File: config.mk
export PLATFORM = sky130hd
export DESIGN_NAME = ifetch_top
export DESIGN_NICKNAME = d
export VERILOG_FILES = /design/src/hw/ifetch_pkg.sv /design/src/hw/ifetch_top.sv /design/src/hw/ifetch_biu.sv /design/src/hw/ifetch_noicache.sv /design/src/hw/ifetch_pc_seq.sv
export VERILOG_INCLUDE_DIRS = /design/src /design/src/hw
export SDC_FILE = /design/constraint.sdc
export NUM_CORES = 1
export LEC_CHECK = 0
export BUFFER_PORTS_ARGS = -buffer_cell sky130_fd_sc_hd__buf_4
export CORE_MARGIN = 4
export CORE_UTILIZATION = 43
export DETAILED_ROUTE_END_ITERATION = 8
export SLEW_MARGIN = 20
export SYNTH_ARGS = -nofsm -noshare
export SYNTH_HDL_FRONTEND = slang
export SYNTH_SLANG_ARGS = --single-unit
File: constraint.sdc
create_clock -name clk -period 7 [get_ports clk]
set_clock_uncertainty 0.15 [all_clocks]
set_input_delay 1.4 -clock clk [delete_from_list [all_inputs] [get_ports clk]]
set_output_delay 1.4 -clock clk [all_outputs]
set_load 0.03 [all_outputs]
File: src/hw/ifetch_defines.svh
`ifndef IFETCH_DEFINES_SVH
`define IFETCH_DEFINES_SVH

//////////////////////////////////////////////////
// widths
//////////////////////////////////////////////////

// address and bus data width
`define IF_XLEN 32
// one instruction parcel, no compressed support
`define IF_PARCEL 32
// entries in the fetch parcel queue
`define IF_QDEPTH 3

//////////////////////////////////////////////////
// memory map and checks
//////////////////////////////////////////////////

// first fetch address out of reset
`define IF_RESET_PC 32'h0000_0100
// msb set means uncached io region
`define IF_IO_BIT 31
// global enable for the protocol assertions
`define IF_SVA_ON 1'b1

`endif
File: src/hw/ifetch_pkg.sv
`include "ifetch_defines.svh"

package ifetch_pkg;

  //////////////////////////////////////////////////
  // ahb-lite encodings
  //////////////////////////////////////////////////

  typedef enum logic [1:0] {
    IDLE   = 2'b00,
    BUSY   = 2'b01,
    NONSEQ = 2'b10,
    SEQ    = 2'b11
  } htrans_e;

  typedef enum logic [2:0] {
    BYTE  = 3'b000,
    HWORD = 3'b001,
    WORD  = 3'b010,
    DWORD = 3'b011
  } hsize_e;

  // fetch only ever uses single
  typedef enum logic [2:0] {
    SINGLE = 3'b000,
    INCR   = 3'b001
  } hburst_e;

  // bus interface unit fsm
  typedef enum logic [1:0] {
    BIU_IDLE = 2'b00,
    BIU_ADDR = 2'b01,
    BIU_DATA = 2'b10
  } biu_state_e;

  //////////////////////////////////////////////////
  // bundles between the blocks
  //////////////////////////////////////////////////

  // branch, trap or flush from the core
  typedef struct packed {
    logic                valid;
    logic [`IF_XLEN-1:0] pc;
    logic [1:0]          prv;
  } redirect_t;

  // one fetched instruction towards decode
  typedef struct packed {
    logic [`IF_XLEN-1:0]   pc;
    logic [`IF_PARCEL-1:0] insn;
    logic                  misaligned;
    logic                  bus_err;
  } parcel_t;

  // fetch request into the bus interface unit
  typedef struct packed {
    logic [`IF_XLEN-1:0] adr;
    logic [1:0]          prv;
    logic                cacheable;
    logic                instruction;
  } biu_req_t;

  // completed read, ack is a single-cycle pulse
  typedef struct packed {
    logic                ack;
    logic                err;
    logic [`IF_XLEN-1:0] adr;
    logic [`IF_XLEN-1:0] dat;
  } biu_rsp_t;

endpackage

File: src/hw/ifetch_top.sv
`timescale 1ns/1ns
`include "ifetch_defines.svh"

module ifetch_top (
  input  logic                  clk,
  input  logic                  rstn,
  input  ifetch_pkg::redirect_t redirect,
  output ifetch_pkg::parcel_t   parcel,
  output logic                  parcel_valid,
  input  logic                  parcel_ready,
  output logic [`IF_XLEN-1:0]   haddr,
  output ifetch_pkg::htrans_e   htrans,
  output ifetch_pkg::hsize_e    hsize,
  output ifetch_pkg::hburst_e   hburst,
  output logic [3:0]            hprot,
  output logic                  hwrite,
  input  logic [`IF_XLEN-1:0]   hrdata,
  input  logic                  hready,
  input  logic                  hresp
);

  // sequencer to fetch block
  logic [`IF_XLEN-1:0]  nxt_pc;
  logic [1:0]           prv;
  logic                 stall_nxt_pc;
  // fetch block to bus interface unit
  logic                 stb;
  logic                 stb_ack;
  ifetch_pkg::biu_req_t biu_req;
  ifetch_pkg::biu_rsp_t biu_rsp;

  //////////////////////////////////////////////////
  // fetch path
  //////////////////////////////////////////////////

  // stb_ack only rises with stb, so it marks a taken request
  ifetch_pc_seq u_pc_seq (
    .clk          (clk),
    .rstn         (rstn),
    .redirect     (redirect),
    .stall_nxt_pc (stall_nxt_pc),
    .stb_fire     (stb_ack),
    .nxt_pc       (nxt_pc),
    .prv          (prv)
  );

  // every redirect flushes the queue
  ifetch_noicache u_noicache (
    .clk          (clk),
    .rstn         (rstn),
    .nxt_pc       (nxt_pc),
    .prv          (prv),
    .flush        (redirect.valid),
    .parcel_ready (parcel_ready),
    .stb_ack      (stb_ack),
    .biu_rsp      (biu_rsp),
    .stall_nxt_pc (stall_nxt_pc),
    .parcel       (parcel),
    .parcel_valid (parcel_valid),
    .stb          (stb),
    .biu_req      (biu_req)
  );

  ifetch_biu u_biu (
    .clk     (clk),
    .rstn    (rstn),
    .stb     (stb),
    .biu_req (biu_req),
    .hrdata  (hrdata),
    .hready  (hready),
    .hresp   (hresp),
    .stb_ack (stb_ack),
    .biu_rsp (biu_rsp),
    .haddr   (haddr),
    .htrans  (htrans),
    .hsize   (hsize),
    .hburst  (hburst),
    .hprot   (hprot),
    .hwrite  (hwrite)
  );

endmodule

File: src/hw/ifetch_biu.sv
`timescale 1ns/1ns
`include "ifetch_defines.svh"

module ifetch_biu (
  input  logic                 clk,
  input  logic                 rstn,
  input  logic                 stb,
  input  ifetch_pkg::biu_req_t biu_req,
  input  logic [`IF_XLEN-1:0]  hrdata,
  input  logic                 hready,
  input  logic                 hresp,
  output logic                 stb_ack,
  output ifetch_pkg::biu_rsp_t biu_rsp,
  output logic [`IF_XLEN-1:0]  haddr,
  output ifetch_pkg::htrans_e  htrans,
  output ifetch_pkg::hsize_e   hsize,
  output ifetch_pkg::hburst_e  hburst,
  output logic [3:0]           hprot,
  output logic                 hwrite
);

  ifetch_pkg::biu_state_e state;
  // request held through address and data phase
  ifetch_pkg::biu_req_t   req_q;
  // last cycle of the data phase
  logic                   data_done;

  //////////////////////////////////////////////////
  // request acceptance
  //////////////////////////////////////////////////

  assign data_done = (state == ifetch_pkg::BIU_DATA) && hready;

  // one read outstanding at most
  // next one may start as the current data phase ends
  assign stb_ack = stb && ((state == ifetch_pkg::BIU_IDLE) || data_done);

  always_ff @(posedge clk) begin
    if (stb_ack) begin
      req_q <= biu_req;
    end
  end

  //////////////////////////////////////////////////
  // transfer fsm
  //////////////////////////////////////////////////

  always_ff @(posedge clk or negedge rstn) begin
    if (!rstn) begin
      state <= ifetch_pkg::BIU_IDLE;
    end else begin
      case (state)
        ifetch_pkg::BIU_IDLE: begin
          if (stb_ack) begin
            state <= ifetch_pkg::BIU_ADDR;
          end
        end
        ifetch_pkg::BIU_ADDR: begin
          // address phase ends with hready
          if (hready) begin
            state <= ifetch_pkg::BIU_DATA;
          end
        end
        ifetch_pkg::BIU_DATA: begin
          // wait states keep us here
          if (hready) begin
            state <= stb_ack ? ifetch_pkg::BIU_ADDR : ifetch_pkg::BIU_IDLE;
          end
        end
        default: begin
          state <= ifetch_pkg::BIU_IDLE;
        end
      endcase
    end
  end

  //////////////////////////////////////////////////
  // ahb-lite master outputs
  //////////////////////////////////////////////////

  assign htrans = (state == ifetch_pkg::BIU_ADDR) ? ifetch_pkg::NONSEQ : ifetch_pkg::IDLE;
  // bus sees the word address, low bits return with the parcel
  assign haddr  = {req_q.adr[`IF_XLEN-1:2], 2'b00};
  assign hsize  = ifetch_pkg::WORD;
  assign hburst = ifetch_pkg::SINGLE;
  // read only
  assign hwrite = 1'b0;

  // hprot bits
  // 3 cacheable, 2 bufferable, 1 privileged, 0 data access
  assign hprot  = {req_q.cacheable, 1'b0, |req_q.prv, ~req_q.instruction};

  //////////////////////////////////////////////////
  // response
  //////////////////////////////////////////////////

  // error rides along with the data
  assign biu_rsp.ack = data_done;
  assign biu_rsp.err = hresp;
  assign biu_rsp.adr = req_q.adr;
  assign biu_rsp.dat = hrdata;

  // slave must be ready when a new address goes out
  a_nonseq_ready : assert property (@(posedge clk) disable iff (!rstn || !`IF_SVA_ON)
    (htrans == ifetch_pkg::NONSEQ) |-> hready);

endmodule

File: src/hw/ifetch_noicache.sv
`timescale 1ns/1ns
`include "ifetch_defines.svh"

module ifetch_noicache (
  input  logic                 clk,
  input  logic                 rstn,
  input  logic [`IF_XLEN-1:0]  nxt_pc,
  input  logic [1:0]           prv,
  input  logic                 flush,
  input  logic                 parcel_ready,
  input  logic                 stb_ack,
  input  ifetch_pkg::biu_rsp_t biu_rsp,
  output logic                 stall_nxt_pc,
  output ifetch_pkg::parcel_t  parcel,
  output logic                 parcel_valid,
  output logic                 stb,
  output ifetch_pkg::biu_req_t biu_req
);

  // requests accepted since the last flush, saturating
  logic [1:0]             stb_cnt;
  logic                   flush_dly;
  // shift queue, entry 0 is the head
  logic [`IF_QDEPTH-1:0]  q_valid;
  logic [`IF_XLEN-1:0]    q_adr [`IF_QDEPTH];
  logic [`IF_PARCEL-1:0]  q_dat [`IF_QDEPTH];
  logic [`IF_QDEPTH-1:0]  q_err;
  logic                   wr;
  logic                   rd;

  //////////////////////////////////////////////////
  // request side
  //////////////////////////////////////////////////

  // msb set is the io region, never cached
  assign biu_req.adr         = nxt_pc;
  assign biu_req.prv         = prv;
  assign biu_req.cacheable   = ~nxt_pc[`IF_IO_BIT];
  assign biu_req.instruction = 1'b1;

  // no new address once entry 1 holds a parcel
  // entry 2 is kept for the read already in flight
  // a flush empties the queue so it may always issue
  assign stb          = flush | ~q_valid[1];
  assign stall_nxt_pc = ~stb | ~stb_ack;

  //////////////////////////////////////////////////
  // decode side
  //////////////////////////////////////////////////

  always_ff @(posedge clk or negedge rstn) begin
    if (!rstn) begin
      flush_dly <= 1'b0;
    end else begin
      flush_dly <= flush;
    end
  end

  // masked in the flush cycle and the one after
  assign parcel_valid = q_valid[0] & ~(flush | flush_dly);

  assign parcel.pc         = q_adr[0];
  assign parcel.insn       = q_dat[0];
  // only full words fetched, low bits flag a bad target
  assign parcel.misaligned = |q_adr[0][1:0];
  assign parcel.bus_err    = q_err[0];

  assign wr = biu_rsp.ack;
  assign rd = parcel_valid & parcel_ready;

  //////////////////////////////////////////////////
  // queue control
  //////////////////////////////////////////////////

  always_ff @(posedge clk or negedge rstn) begin
    if (!rstn) begin
      stb_cnt <= 2'b00;
    end else if (flush) begin
      // a request taken in the flush cycle is already new
      stb_cnt <= {1'b0, stb_ack};
    end else if (stb_ack && stb_cnt != 2'b11) begin
      stb_cnt <= stb_cnt + 2'b01;
    end
  end

  // stale responses land while the counter is still zero
  always_ff @(posedge clk or negedge rstn) begin
    if (!rstn) begin
      q_valid <= '0;
    end else if (flush || stb_cnt == 2'b00) begin
      q_valid <= '0;
    end else begin
      case ({wr, rd})
        2'b10: begin
          // fill the first free entry
          if (q_valid[1] && q_valid[0]) begin
            q_valid[2] <= 1'b1;
          end else if (q_valid[0]) begin
            q_valid <= 3'b011;
          end else begin
            q_valid <= 3'b001;
          end
        end
        2'b01: begin
          // pop head
          q_valid <= {1'b0, q_valid[2:1]};
        end
        // idle, or read and fill together
        default: ;
      endcase
    end
  end

  //////////////////////////////////////////////////
  // queue payload
  //////////////////////////////////////////////////

  always_ff @(posedge clk) begin
    case ({wr, rd})
      2'b10: begin
        if (q_valid[1] && q_valid[0]) begin
          q_adr[2] <= biu_rsp.adr;
          q_dat[2] <= biu_rsp.dat;
          q_err[2] <= biu_rsp.err;
        end else if (q_valid[0]) begin
          q_adr[1] <= biu_rsp.adr;
          q_dat[1] <= biu_rsp.dat;
          q_err[1] <= biu_rsp.err;
        end else begin
          q_adr[0] <= biu_rsp.adr;
          q_dat[0] <= biu_rsp.dat;
          q_err[0] <= biu_rsp.err;
        end
      end
      2'b01: begin
        q_adr[0] <= q_adr[1];
        q_dat[0] <= q_dat[1];
        q_err[0] <= q_err[1];
        q_adr[1] <= q_adr[2];
        q_dat[1] <= q_dat[2];
        q_err[1] <= q_err[2];
      end
      2'b11: begin
        if (q_valid[2]) begin
          // full, shift and refill the tail
          q_adr[2] <= biu_rsp.adr;
          q_dat[2] <= biu_rsp.dat;
          q_err[2] <= biu_rsp.err;
          q_adr[1] <= q_adr[2];
          q_dat[1] <= q_dat[2];
          q_err[1] <= q_err[2];
          q_adr[0] <= q_adr[1];
          q_dat[0] <= q_dat[1];
          q_err[0] <= q_err[1];
        end else if (q_valid[1]) begin
          q_adr[1] <= biu_rsp.adr;
          q_dat[1] <= biu_rsp.dat;
          q_err[1] <= biu_rsp.err;
          q_adr[0] <= q_adr[1];
          q_dat[0] <= q_dat[1];
          q_err[0] <= q_err[1];
        end else begin
          // single entry replaced in place
          q_adr[0] <= biu_rsp.adr;
          q_dat[0] <= biu_rsp.dat;
          q_err[0] <= biu_rsp.err;
        end
      end
      default: ;
    endcase
  end

  //////////////////////////////////////////////////
  // checks
  //////////////////////////////////////////////////

  // stall on entry 1 must leave room for the read in flight
  a_no_overflow : assert property (@(posedge clk) disable iff (!rstn || !`IF_SVA_ON)
    (&q_valid && !rd && !flush) |-> !biu_rsp.ack);

  // head is held for decode until taken
  a_parcel_hold : assert property (@(posedge clk) disable iff (!rstn || !`IF_SVA_ON)
    (parcel_valid && !parcel_ready) |=> $stable(parcel));

endmodule

File: src/hw/ifetch_pc_seq.sv
`timescale 1ns/1ns
`include "ifetch_defines.svh"

module ifetch_pc_seq (
  input  logic                  clk,
  input  logic                  rstn,
  input  ifetch_pkg::redirect_t redirect,
  input  logic                  stall_nxt_pc,
  input  logic                  stb_fire,
  output logic [`IF_XLEN-1:0]   nxt_pc,
  output logic [1:0]            prv
);

  //////////////////////////////////////////////////
  // sequencer state
  //////////////////////////////////////////////////

  // address of the next fetch not yet taken by the bus
  logic [`IF_XLEN-1:0] pc;
  // privilege the fetches are issued under
  logic [1:0]          prv_q;

  // redirect bypasses the register
  // so the fetch slot of the redirect cycle is used
  assign nxt_pc = redirect.valid ? redirect.pc : pc;
  assign prv    = redirect.valid ? redirect.prv : prv_q;

  //////////////////////////////////////////////////
  // pc update
  //////////////////////////////////////////////////

  always_ff @(posedge clk or negedge rstn) begin
    if (!rstn) begin
      pc    <= `IF_RESET_PC;
      // machine level out of reset
      prv_q <= 2'b11;
    end else begin
      if (redirect.valid) begin
        prv_q <= redirect.prv;
      end

      // request went out, step past it
      // covers a request taken in the redirect cycle too
      if (stb_fire && !stall_nxt_pc) begin
        pc <= nxt_pc + `IF_XLEN'd4;
      end else if (redirect.valid) begin
        // not taken yet, hold the new target
        pc <= redirect.pc;
      end
    end
  end

endmodule

# Word level (Yosys, flattened, before mapping)
# Memory sizes are Yosys's and may differ from the RTL's.
# Cells that the tools add are included.
# Widths: inputs -> output; s select.
dict set report totals {
  ff_bits 80
  ramBits 192
  inputBits 72
  output_inout_bits 112
  mem_count 2
}
# memory words word_bits read_ports rd_clocked_by_memory_dff wr line
set mem_list {}
lappend mem_list {u_noicache.q_adr 3 32 3 0 3 ifetch_noicache.sv:25} ;# logic [`IF_XLEN-1:0] q_adr [`IF_QDEPTH];
lappend mem_list {u_noicache.q_dat 3 32 3 0 3 ifetch_noicache.sv:26} ;# logic [`IF_PARCEL-1:0] q_dat [`IF_QDEPTH];
dict set report classes {
  add_sub_neg 2
  eq_ne 16
  mux 66
  bitwise_logic 26
  reduce_logical 21
}
# op n
set op_table {}
lappend op_table {{$mux 32} 18}
lappend op_table {{$add 32x3->32 const B} 1}
lappend op_table {{$mux 1} 32}
lappend op_table {{$mux 2} 11}
lappend op_table {{$or 1x1->1} 19}
lappend op_table {{$pmux 2 s3} 2}
lappend op_table {{$ne 2x2->1 const B} 5}
lappend op_table {{$reduce_and 3->1} 3}
lappend op_table {{$ne 2x1->1 const B} 4}
lappend op_table {{$eq 2x2->1 const B} 3}
lappend op_table {{$pmux 3 s2} 1}
lappend op_table {{$reduce_bool 3->1} 2}
lappend op_table {{$logic_and 1x1->1} 5}
lappend op_table {{$not 1->1} 5}
lappend op_table {{$eq 2x1->1 const B} 2}
lappend op_table {{$logic_not 2->1} 2}
lappend op_table {{$reduce_and 4->1} 1}
lappend op_table {{$reduce_bool 2->1} 2}
lappend op_table {{$reduce_or 2->1} 2}
lappend op_table {{$mux 3} 1}
lappend op_table {{$ne 3x1->1 const B} 1}
lappend op_table {{$ne 3x2->1 const B} 1}
lappend op_table {{$add 2x1->2 const B} 1}
lappend op_table {{$and 1x1->1} 2}
lappend op_table {{4 further kinds} 5}

# Longest topological paths before layout
dict set report logic_depth {
  ltp_word 11
  depth_mapped 12
  ltp_nobuf 8
}

# Hierarchy
# From an unflattened synthesis, not the netlist that was laid out.
dict set report unflattened {
  cells_unflattened 864
  hier_area_um2 13228.9
}
# mod n_inst cells_each area_per_inst_um2
set by_module_without_submodules {}
lappend by_module_without_submodules {ifetch_noicache 1 494 9062.4}
lappend by_module_without_submodules {ifetch_pc_seq 1 212 2140.8}
lappend by_module_without_submodules {ifetch_biu 1 158 2025.7}

# Worst setup path before layout
# OpenSTA, ideal clock, no wires.
dict set report synth_timing {
  path_type {input to register}
  start {input redirect[34] (netlist bit)}
  end {memory u_noicache.q_adr[0][0] (netlist bit), enable pin}
  setup_ns 0.574
  t_arrival_ns 6.979
  required_time_ns 6.276
  setup_slack_ns -0.703
  stages 8
  cell_sequence {buf_6 buf_12 buf_4 nor3b_1 nand2_1 ha_1 inv_1 o21ai_0}
}
# item line
set synth_lines {}
lappend synth_lines {{start: declaration} ifetch_top.sv:7} ;# input ifetch_pkg::redirect_t redirect,
lappend synth_lines {{end: declaration} ifetch_noicache.sv:25}

==> summary.txt <==
Route
  • DR vias/cell: 4.74
  • Pre-Repair DR Iteration Count: 4
  • Routed vias: 5916
  • Drt drc: 0
  • Routed Antenna Nets: 0
  • DR iter-0 viols: 370
  • Routed WL: 22000 µm
  • Drt wl/cell: 17.6 µm

Floorplan
  • DIE AREA: 30800 µm²
  • Width of the chip: 176 µm
  • Rows: 61
  • Ports: 184
  • Core area: 27800 µm²
  • Die span in y: 176 µm
  • Initial Util: 43.5%

Power and ir drop
  • Leak Pwr: 5.18 nW
  • Internal power: 0.00322 W
  • Pwr Density: 321 nW/µm²
  • Max VDD drop: 0.000235 V
  • Switching Fraction: 27.9%
  • Psw: 0.00125 W
  • Gate power share: 19.2%
  • Tot Pwr: 0.00447 W
  • Clock share of power: 32.6%
  • Sequential Power Share: 48.3%

Worst setup path
  • Crit path DAT: 4.44 ns
  • WP buf/inv: 3
  • Crit-path leading delay family: buffers and inverters
  • Max stage delay cell, worst path: buf_4
  • Most used cell, CP: buf_4
  • Slowest Stage Delay on Critical Path: 0.67 ns
  • Worst-path fanout max: 67
  • Crit Path Category: in -> reg
  • Crit path capture type: flop
  • Worst path cell trace: buf_4 > nor3b_1 > nand2_1 > inv_1 > ha_1 > and2_1 > a21oi_4 > buf_4 > mux2_2
  • Setup crit start kind: input port
  • Crit path required time: 7.14 ns

Run status
  • Outcome: finished clean

Logic synthesis
  • Post-synthesis sequential area ratio: 65.9%
  • Synth top area share: 57.2%
  • Area leader, netlist: edfxtp_1
  • Synth area leaders: edfxtp_1 57%, mux2_2 14%, dfrtp_1 8.1%
  • Synth Cell Area: 12100 µm²
  • Synth async-reset ratio: 15.4%
  • Cell count after synthesis: 754
  • Netlist cell types: 55
  • Synth cell count leaders: 230 x edfxtp_1, 152 x mux2_2, 110 x buf_4
  • Primary FF master, synth: edfxtp_1
  • Synthesis warning total: 0
  • Top-count cell post-synth: edfxtp_1
  • Yosys reg bits: 272
  • Syn avg cell area: 16.0 µm²
  • EDFF count, synth: 230

Layout
  • Multi-input logic area: 3190 µm²
  • Antenna fix cells: 0
  • Register area: 7960 µm²
  • Fin nets: 926
  • Layout cells sized above 1: 47.2%
  • Layout Utilization: 50.2%
  • Synthesis-to-finish area growth: 15.4%
  • Number of fill cells: 2403

Clocking
  • CTS tree: done
  • Post-CTS Hold Buffers: 0
  • Clock Path Buffers: 3
  • Clock-pin slew on the worst setup and hold paths: 0.06 ns
  • Clk Tree Root Cell: clkbuf_16
  • Worst skew pair latency: 0.54 ns
  • Cts repair resizes: 0
  • Post-CTS Setup Inserts: 0
  • H-tree depth: 1
  • Clock Sink Count: 272
  • Cts bufs inserted: 29

Place
  • IO buf count: 171
  • Dpl hpwl: 14500 µm
  • Worst slack at placement: 2.14 ns
  • RePlAce Congestion: 0.756

Global routing
  • GR Util All Layers: 14.0%
  • Vias in the first global route: 6008
  • First-pass GRT wire length: 34800 µm
  • Pin count of the biggest net entering global routing: 68
  • Initial antenna violation count: 0
  • Total grt overflow: 0

STA
  • Rel. slew slack: 44.2%
  • Worst Tran Pin Value: 0.836 ns
  • Final Max Tran Viols: 0
  • Tmin final: 4.30 ns
  • Setup TNS: 0 ns
  • Crit share post-route: 61.5%
  • Final Hold Vio Count: 0
  • RSZ-0062 raised after global routing: no
  • Final WS setup: 2.70 ns
  • # setup viols final: 0
  • Fin Hold WS: 0.344 ns
  • Achievable frequency: 0.232 GHz

Job
  • Max-Cap Viols: 0

Hold path
  • Hold/Removal Path Class: reg -> reg
==> layout make-up <==
cell class	count	area share (%)
multi-input combinational	346	22.9
tap	378	3.39
timing repair buffer	179	9.64
inverter	18	0.485
clock inverter	13	0.673
clock buffer	41	5.82
sequential	272	57.1
==> cell families after synthesis <==
kind of cell    after synthesis  share of synthesized area [%]
simple gates                101                           5.36
compound gates               36                           2.53
mux                         161                           14.9
flops                       272                           65.9
fa+ha+maj                     8                          0.829
xor+xnor                     28                           2.03
other cells                   2                         0.0622
buf+inv                     146                           8.37
==> worst paths after layout <==
check	cells past startpoint	start	endpoint	slack [ns]
min in group asynchronous	1	rstn	u_pc_seq.pc[26]	0.70
worst min register to register	1	u_pc_seq.pc[0]	u_pc_seq.pc[0]	0.34
worst max-delay path	9	redirect[34]	u_noicache.q_adr[0][52]	2.70
max in group asynchronous	1	rstn	u_pc_seq.pc[9]	5.58
worst max register to register	8	u_noicache.q_valid[0]	u_noicache.q_adr[0][52]	3.51
worst min-delay path	1	u_pc_seq.pc[0]	u_pc_seq.pc[0]	0.34
==> flip-flops by register name (all words and copies together), names as in the netlist <==
| register | cells |
|---|---|
| u_noicache.q_adr | 96 |
| u_noicache.q_err | 3 |
| u_pc_seq.pc | 32 |
| u_biu.hprot | 1 |
| u_biu.state | 2 |
| u_noicache.flush_dly | 1 |
| u_noicache.q_dat | 96 |
| u_pc_seq.prv_q | 2 |
| u_biu.req_q | 2 |
| u_noicache.q_valid | 3 |
| u_noicache.stb_cnt | 2 |
| u_biu.biu_rsp | 32 |
==> metrics by stage <==
step / instances / area [µm²]
after floorplan: 764 / 12100
after global placement: 1193 / 13000
after detailed placement: 1193 / 13000
after CTS: 1247 / 13900
after global routing: 1247 / 13900
final: 1247 / 13900
==> power by group through the flow <==
stage          Combinational [W]  Sequential, W  Clock, W
6_report                0.000856        0.00216   0.00146
5_1_grt                 0.000926        0.00218   0.00158
4_1_cts                 0.000874        0.00216   0.00150
3_5_place_dp            0.000870        0.00220         0
3_3_place_gp            0.000858        0.00219         0
2_1_floorplan           0.000717        0.00214         0
==> metal layers <==
| layer | track usage, % | routed length, µm | up-vias |
|---|---|---|---|
| met2 | 21.9 | 10100 | 151 |
| met5 | 0 | 0 | - |
| met1 | 20.0 | 10200 | 2885 |
| li1 | - | - | 2848 |
| met3 | 2.93 | 1290 | 32 |
| met4 | 3.80 | 426 | 0 |
==> placed cells by master, fill, tap and decap left out, types with 5 or more instances in the layout <==
cell type  synthesis  routed
edfxtp_1         230     230
buf_4            110     179
mux2_2           152     152
dfrtp_1           39      39
clkbuf_16          0      29
nand2_1           27      27
inv_1             18      18
nor2_1            20      18
xor2_1            16      16
xnor2_1           12      12
conb_1             2      12
mux2i_1            9       9
nor3_1             9       9
o21ai_0            9       8
ha_1               8       8
clkbuf_1           0       8
clkinv_2           0       7
nand3_1            6       6
nor3_2             5       5
(Power assumes the default switching activity.)
